<file path="config.mk">
export PLATFORM = sky130hd
export DESIGN_NAME = dac
export DESIGN_NICKNAME = d
export VERILOG_FILES = /design/src/dac_pkg.sv /design/src/synchronizer.sv /design/src/handshake_rx.sv /design/src/async_rx.sv /design/src/dac_source_sel.sv /design/src/pwm.sv /design/src/dac.sv
export VERILOG_INCLUDE_DIRS = /design/src /design/src/src
export SDC_FILE = /design/constraint.sdc
export NUM_CORES = 1
export LEC_CHECK = 0
export BUFFER_PORTS_ARGS = -buffer_cell sky130_fd_sc_hd__buf_2
export CAP_MARGIN = 5
export CORE_UTILIZATION = 55
export DETAILED_ROUTE_END_ITERATION = 8
export MAX_ROUTING_LAYER = met4
export PLACE_DENSITY = 0.79
export SKIP_CTS_REPAIR_TIMING = 1
export SLEW_MARGIN = 20
export SYNTH_ARGS = -nofsm -noshare
export SYNTH_HDL_FRONTEND = slang
export SYNTH_SLANG_ARGS = --single-unit
</file>
<file path="constraint.sdc">
create_clock -name clk -period 5.8 [get_ports clk]
set_input_delay 0 -clock clk [delete_from_list [all_inputs] [get_ports clk]]
set_output_delay 0 -clock clk [all_outputs]
set_load 0.02 [all_outputs]
</file>
<file path="src/dac_config.svh">
`ifndef DAC_CONFIG_SVH
`define DAC_CONFIG_SVH

// Width of one duty value, also the PWM counter width
`define DAC_DUTY_WIDTH 12

// Flops in each two-flop style synchronizer
`define DAC_SYNC_STAGES 2

// Clocks per waveform sample, one full PWM period
`define DAC_SAMPLE_DIV 4096

`endif

</file>
<file path="src/dac_pkg.sv">
`default_nettype none

`include "dac_config.svh"

package dac_pkg;

    // Duty value, number of high clocks per PWM period
    typedef logic [`DAC_DUTY_WIDTH-1:0] duty_t;

    // Source of the duty value played by the PWM
    typedef enum logic {
        SRC_RV = 1'b0,  // Register value over req/ack
        SRC_WG = 1'b1   // Waveform samples from the FIFO
    } src_t;

endpackage

`default_nettype wire

</file>
<file path="src/synchronizer.sv">
`timescale 1ns/1ps
`default_nettype none

`include "dac_config.svh"

module synchronizer (
    input  logic clk,
    input  logic arst_n,
    input  logic async_signal,
    output logic sync_signal
);

    logic [`DAC_SYNC_STAGES-1:0] sync_q;  // Flop chain, index 0 samples the input

    always_ff @(posedge clk or negedge arst_n) begin
        if (!arst_n) begin
            sync_q <= '0;
        end else begin
            sync_q[0] <= async_signal;  // First stage may go metastable
            for (int i = 1; i < `DAC_SYNC_STAGES; i++) begin
                sync_q[i] <= sync_q[i-1];
            end
        end
    end

    assign sync_signal = sync_q[`DAC_SYNC_STAGES-1];  // Last stage is safe to use

endmodule

`default_nettype wire

</file>
<file path="src/handshake_rx.sv">
`timescale 1ns/1ps
`default_nettype none

module handshake_rx (
    input  logic           clk,
    input  logic           arst_n,
    input  logic           req,
    input  dac_pkg::duty_t din,
    output dac_pkg::duty_t dout,
    output logic           load,
    output logic           ack
);

    logic req_sync;  // Req in the local clock domain

    synchronizer req_sync_inst (
        .clk          (clk),
        .arst_n       (arst_n),
        .async_signal (req),
        .sync_signal  (req_sync)
    );

    // Ack doubles as the handshake state
    //   req_sync high, ack low  -> new transfer, capture din
    //   req_sync low,  ack high -> sender has dropped req, release ack
    always_ff @(posedge clk or negedge arst_n) begin
        if (!arst_n) begin
            ack  <= 1'b0;
            load <= 1'b0;
        end else begin
            load <= 1'b0;
            if (req_sync && !ack) begin
                ack  <= 1'b1;
                load <= 1'b1;  // One strobe per transfer
            end else if (!req_sync && ack) begin
                ack <= 1'b0;
            end
        end
    end

    // Payload register, din is stable while req is high and ack is low
    always_ff @(posedge clk) begin
        if (req_sync && !ack) begin
            dout <= din;
        end
    end

    // Each load opens a new transfer, so ack was low before it
    assert property (@(posedge clk) disable iff (!arst_n)
        load |-> (ack && !$past(ack)))
        else $error("handshake_rx: load while ack already high");

endmodule

`default_nettype wire

</file>
<file path="src/async_rx.sv">
`timescale 1ns/1ps
`default_nettype none

`include "dac_config.svh"

module async_rx (
    input  logic           clk,
    input  logic           arst_n,
    input  dac_pkg::duty_t data,
    input  logic           empty,
    output logic           r_en,
    output dac_pkg::duty_t duty_cycle,
    output logic           load
);

    localparam int CNT_W = $clog2(`DAC_SAMPLE_DIV);
    localparam logic [CNT_W-1:0] CNT_RELOAD = CNT_W'(`DAC_SAMPLE_DIV - 1);

    logic [CNT_W-1:0] div_cnt;  // Clocks left in the current sample period
    logic             expired;  // Sample period over, a pop is due

    assign expired = (div_cnt == '0);

    // Pop only when due and data is there, otherwise wait at zero
    assign r_en = expired && !empty;

    always_ff @(posedge clk or negedge arst_n) begin
        if (!arst_n) begin
            div_cnt <= '0;  // First word is taken as soon as it shows up
            load    <= 1'b0;
        end else begin
            load <= r_en;  // Word is announced the cycle after the pop
            if (r_en) begin
                div_cnt <= CNT_RELOAD;
            end else if (!expired) begin
                div_cnt <= div_cnt - 1'b1;
            end
        end
    end

    // FWFT data is valid during the pop cycle
    always_ff @(posedge clk) begin
        if (r_en) begin
            duty_cycle <= data;
        end
    end

    assert property (@(posedge clk) disable iff (!arst_n)
        r_en |-> !empty)
        else $error("async_rx: read from empty FIFO");

    assert property (@(posedge clk) disable iff (!arst_n)
        r_en |=> !r_en)
        else $error("async_rx: read enable held for two cycles");

endmodule

`default_nettype wire

</file>
<file path="src/dac_source_sel.sv">
`timescale 1ns/1ps
`default_nettype none

module dac_source_sel (
    input  logic           clk,
    input  logic           arst_n,
    input  dac_pkg::src_t  select,
    input  dac_pkg::duty_t rv,
    input  dac_pkg::duty_t wg,
    input  logic           rv_load,
    input  logic           wg_load,
    output dac_pkg::duty_t duty,
    output logic           restart
);

    dac_pkg::duty_t rv_q;         // Latest register value
    dac_pkg::duty_t wg_q;         // Latest waveform sample
    dac_pkg::src_t  select_q;     // Select seen in the previous cycle
    logic           sel_changed;
    logic           sel_load;     // Load from the source now selected
    logic           restart_cause;
    dac_pkg::duty_t duty_next;

    assign sel_changed   = (select != select_q);
    assign sel_load      = (select == dac_pkg::SRC_RV) ? rv_load : wg_load;
    assign restart_cause = sel_changed || sel_load;

    // A load in this cycle bypasses the stored copy
    always_comb begin
        if (select == dac_pkg::SRC_RV) begin
            duty_next = rv_load ? rv : rv_q;
        end else begin
            duty_next = wg_load ? wg : wg_q;
        end
    end

    always_ff @(posedge clk or negedge arst_n) begin
        if (!arst_n) begin
            rv_q     <= '0;
            wg_q     <= '0;
            duty     <= '0;
            select_q <= dac_pkg::SRC_RV;  // Matches the synchronizer reset value
            restart  <= 1'b0;
        end else begin
            if (rv_load) rv_q <= rv;
            if (wg_load) wg_q <= wg;
            select_q <= select;
            duty     <= duty_next;
            restart  <= restart_cause;
        end
    end

    // Back-to-back restarts need a fresh cause for each pulse
    assert property (@(posedge clk) disable iff (!arst_n)
        (restart && $past(restart)) |-> ($past(restart_cause) && $past(restart_cause, 2)))
        else $error("dac_source_sel: restart without a cause");

endmodule

`default_nettype wire

</file>
<file path="src/pwm.sv">
`timescale 1ns/1ps
`default_nettype none

module pwm (
    input  logic           clk,
    input  logic           arst_n,
    input  logic           restart,
    input  dac_pkg::duty_t duty_cycle,
    output logic           pwm
);

    dac_pkg::duty_t cnt_q;      // Position in the period, wraps every 4096 clocks
    dac_pkg::duty_t duty_q;     // Duty of the period being played
    dac_pkg::duty_t cnt_next;
    dac_pkg::duty_t duty_next;

    always_comb begin
        if (restart) begin
            cnt_next  = '0;
            duty_next = duty_cycle;
        end else begin
            cnt_next  = cnt_q + 1'b1;
            duty_next = duty_q;
        end
    end

    always_ff @(posedge clk or negedge arst_n) begin
        if (!arst_n) begin
            cnt_q  <= '0;
            duty_q <= '0;
            pwm    <= 1'b0;
        end else begin
            cnt_q  <= cnt_next;
            duty_q <= duty_next;
            pwm    <= (cnt_next < duty_next);  // High for duty clocks from position 0
        end
    end

endmodule

`default_nettype wire

</file>
<file path="src/dac.sv">
`timescale 1ns/1ps
`default_nettype none

`include "dac_config.svh"

module dac (
    input  logic                       clk,
    input  logic                       arst_n,
    input  logic                       dac_source,
    input  logic [`DAC_DUTY_WIDTH-1:0] rv_duty_cycle,
    input  logic                       req,
    output logic                       ack,
    input  logic [`DAC_DUTY_WIDTH-1:0] async_duty_cycle,
    input  logic                       async_empty,
    output logic                       async_r_en,
    output logic                       pwm
);

    dac_pkg::duty_t rv_duty;      // From handshake_rx
    logic           rv_load;
    dac_pkg::duty_t wg_duty;      // From async_rx
    logic           wg_load;
    logic           source_sync;  // Synchronized dac_source
    dac_pkg::src_t  select;
    dac_pkg::duty_t duty;         // From dac_source_sel to the PWM
    logic           restart;

    handshake_rx handshake_rx (
        .clk    (clk),
        .arst_n (arst_n),
        .req    (req),            // From register domain
        .din    (rv_duty_cycle),
        .dout   (rv_duty),        // To dac_source_sel
        .load   (rv_load),
        .ack    (ack)             // To register domain
    );

    async_rx async_rx (
        .clk        (clk),
        .arst_n     (arst_n),
        .data       (async_duty_cycle),  // From FIFO
        .empty      (async_empty),
        .r_en       (async_r_en),        // To FIFO
        .duty_cycle (wg_duty),           // To dac_source_sel
        .load       (wg_load)
    );

    synchronizer dac_source_sync (
        .clk          (clk),
        .arst_n       (arst_n),
        .async_signal (dac_source),
        .sync_signal  (source_sync)
    );

    assign select = dac_pkg::src_t'(source_sync);  // 0 register, 1 waveform

    dac_source_sel dac_source_sel (
        .clk     (clk),
        .arst_n  (arst_n),
        .select  (select),
        .rv      (rv_duty),
        .wg      (wg_duty),
        .rv_load (rv_load),
        .wg_load (wg_load),
        .duty    (duty),
        .restart (restart)
    );

    pwm aud_pwm (
        .clk        (clk),
        .arst_n     (arst_n),
        .restart    (restart),
        .duty_cycle (duty),
        .pwm        (pwm)       // To analog filter
    );

endmodule

`default_nettype wire

</file>
==> impl_results.md <==
* Leakage component of the power at 2.23 nW
* Cell count after placement at between 400 and 500
* Worst reg2reg endpoint: async_rx.duty_cycle[4]
* Count of input and output buffers at 31
* Overall fraction of global-route tracks in use at 0.194
* Cell type of the slowest stage on the worst timing path: sky130_fd_sc_hd__nor2_2
* Data required time of the critical path at ~5.8 ns
* Wire length of the first global-routing pass at 11000 um
* Relative contribution of sequential cells to total power at 0.586
* Net total in the final layout at 401
* Largest net degree at the start of global routing at just over 80
* Proportion of register bits with asynchronous set or reset after synthesis at 0.774
* Most common library cell in the layout ignoring fill and taps: sky130_fd_sc_hd__dfrtp_1
* Filler-free cell count of the finished design at 462
* Clock edge transition at the registers on the reported setup and hold paths at 0.10 ns
* Setup repair after global routing missed its margin: no
* Number of I/O pins at 32
* Number of vias per cell after detailed routing at around 5.3
* Transition time at the pin with the least slew margin at a little under 1 ns
* Number of H-tree branching levels at 3
* Global placer's final weighted congestion at slightly below 0.9
* Mapped Avg Cell Area at approximately 14 sq um
* Cell count after synthesis at 294
* Clock buffers created by TritonCTS at 9
* Number of hold violations in the final report at 0
* Final setup TNS at 0 ns
* Antenna violations before repair at 0
* Power share of the combinational group at 0.156
* Vias post-DR at 2462
* Post-Syn Nets at ~340
* Number of cell instances on the worst register-to-register path at 6
* DRC at 0
* Setup WS pre-CTS at ~2.8 ns
* Clock latency on the worst-skew pair at 0.36 ns
* Final worst slack at ~2.8 ns
* Longest individual stage delay on the worst path at 0.58 ns
* Clock Skews at 0.00931 ns
* Post-synth EDFFs at 24
* R2R Setup Slk at roughly 3.1 ns
* Result of the run: completed
* Power per standard cell area at 329 nW/um^2
* Flops & latches, synth at ~110
* Count of yosys warnings during synthesis at 0
* Post-route fraction of the period consumed by the critical path at 0.520
* Maximum capacitance violations at 0
* Commonest register cell after synthesis: sky130_fd_sc_hd__dfrtp_1
* Type of the worst setup path: flop to primary output
* Starting density of the core at 0.575
* Count of final setup violators at 0
* Max Slew Vio Count at 0
* Layout fillers at 499
* Number of optimization iterations in the first detailed-route pass at 6
* Critical Path, Cell by Cell: inv_1 -> ha_1 -> nor3b_1 -> nand2_1 -> or3_2 -> nor2_2 -> buf_2
* Count of distinct cell types in the synthesized netlist at 40
* Area of the mapped netlist at 4210 sq um
* Count of standard-cell rows at 31
* Slew Limit Headroom at 0.337
* Vertical die dimension at 89.5 um
* Antenna viol nets, final at 0
* CTS tree: done
* Count of cell instances traversed by the critical path at 7
* Biggest area contributors in the synthesized netlist: sky130_fd_sc_hd__dfrtp_1 (49%), sky130_fd_sc_hd__edfxtp_1 (17%), sky130_fd_sc_hd__mux2_2 (10%)
* Switching power share of the total at 0.266
* Diode count at 0
* Top-area cell type share of the netlist area at 0.487
* Number of clock sinks seen by CTS at between 100 and 150
* Die span in x at 89.5 um
* Critical path peak fanout at 14
* Timing-limited maximum frequency at 0.332 GHz
* Synth area leader: sky130_fd_sc_hd__dfrtp_1
* Core region area at 7330 sq um
* Overall die area at about 8000 sq um
* Routed wire length at 6720 um
* Avg WL per Cell at 14.6 um
* Kind of launch point of the worst setup path: flop
* Layout Area Growth over Synthesis at 17.4%
* Post-route minimum period at 3.01 ns
* Post-synthesis sequential area ratio at 0.658
* Worst path bufs/invs at 2
* Switching component of the power at 0.000434 W
* Fraction of layout cells with a size suffix above 1 at 0.253
* Launch point of the worst reg-to-reg path: async_rx.div_cnt[0]
* Violation count after the first detailed-route iteration at 128
* Commonest non-fill, non-tap cells in the layout: sky130_fd_sc_hd__dfrtp_1 (82), sky130_fd_sc_hd__mux2_2 (39), sky130_fd_sc_hd__buf_2 (30), sky130_fd_sc_hd__dlygate4sd3_1 (28), sky130_fd_sc_hd__edfxtp_1 (24)
* Number of global-route vias before repair at 2422
* CP delay by family, top: simple AND/OR/NAND/NOR gates
* Maximum buffer depth of the clock tree at 2
* Type of element capturing the critical path: primary output
* Half-perimeter wire length after detailed placement at 4340 um
* Cell internal pwr at 0.00119 W
* Worst VDD drop at 0.233 mV
* Min-delay worst type: primary input to async pin
* Critical path arrival at 3.01 ns
* Root buffer cell: sky130_fd_sc_hd__clkbuf_8
* Clock power share at 0.259
* Overflow after GRT at 0
cells in the mapped netlist, drive strengths merged (2+ instances only):
| cell | count |
|---|---|
| clkbuf | 3 |
| a31oi | 4 |
| and4 | 3 |
| a21oi | 6 |
| buf | 3 |
| nand3 | 2 |
| o21ai | 8 |
| ha | 14 |
| or4 | 2 |
| nor2 | 19 |
| nor4 | 5 |
| xnor2 | 4 |
| inv | 17 |
| nand4 | 3 |
| nand2 | 9 |
| edfxtp | 24 |
| nor3b | 3 |
| nor2b | 3 |
| mux2 | 39 |
| a211oi | 3 |
| xor2 | 5 |
| or3 | 2 |
| nor3 | 4 |
| mux2i | 14 |
| dfrtp | 82 |
| nand2b | 2 |
area by class of cell:
class | instances | area, sq um | area share
sequential | 106 | 2770 | 0.561
timing repair buffer | 59 | 442 | 0.0893
inverter | 17 | 63.8 | 0.0129
tap | 99 | 124 | 0.0250
clock buffer | 9 | 124 | 0.0250
clock inverter | 7 | 62.6 | 0.0126
multi-input combinational | 165 | 1360 | 0.274
power by group through the flow:
stage          sequential [W]  combinational [W]  clock [W]
5_1_grt              0.000968           0.000288   0.000458
3_3_place_gp         0.000964           0.000232          0
4_1_cts              0.000955           0.000243   0.000431
2_1_floorplan        0.000942           0.000185          0
3_5_place_dp         0.000970           0.000240          0
6_report             0.000953           0.000253   0.000421
registers in the layout, indices dropped and copies added, names as in the netlist, 2 cells and up:
name                               cells
async_rx.div_cnt                      12
async_rx.duty_cycle                   12
aud_pwm.cnt_q                         12
aud_pwm.duty_q                        12
dac_source_sel.duty                   12
dac_source_sel.rv_q                   12
dac_source_sel.wg_q                   12
dac_source_sync.sync_q                 2
handshake_rx.dout                     12
handshake_rx.req_sync_inst.sync_q      2
per-stage QoR:
| step | area [sq um] | util | hold slack, ns | power (W) |
|---|---|---|---|---|
| after floorplan | 4210 | - | -0.296 | 0.00113 |
| after global placement | 4470 | 0.610 | 0.109 | 0.00120 |
| after detailed placement | 4470 | 0.610 | 0.112 | 0.00121 |
| after CTS | 4660 | 0.636 | -0.276 | 0.00163 |
| after global routing | 4950 | 0.675 | 0.276 | 0.00171 |
| final | 4950 | 0.675 | 0.194 | 0.00163 |
cell families (layout without fill, tap and decap cells):
kind of cell	after synthesis	count (layout)	share of synthesized area
flops	106	106	0.658
mux	53	53	0.137
simple gates	63	63	0.0828
compound gates	26	26	0.0410
buf+inv	23	92	0.0205
fa+ha+maj	14	14	0.0416
xor+xnor	9	9	0.0187
how the worst max path moves through the flow:
stage	from	end	slack, ns
after floorplan	async_rx.div_cnt[0]	async_rx.duty_cycle[0]	3.10
after global placement	async_rx.div_cnt[0]	async_rx.duty_cycle[10]	2.90
after detailed placement	async_rx.div_cnt[0]	async_rx.duty_cycle[10]	2.79
after CTS	async_rx.div_cnt[0]	async_r_en	2.44
after global routing	async_rx.div_cnt[0]	async_r_en	2.55
final	async_rx.div_cnt[0]	async_r_en	2.79
metal layers:
metal  global-route usage  share of wire
met4               0.0635         0.0062
met2                0.298           0.50
met5                    -              0
met3               0.0554          0.034
met1                0.252           0.46
No activity file was read; power rests on OpenSTA's default activity.
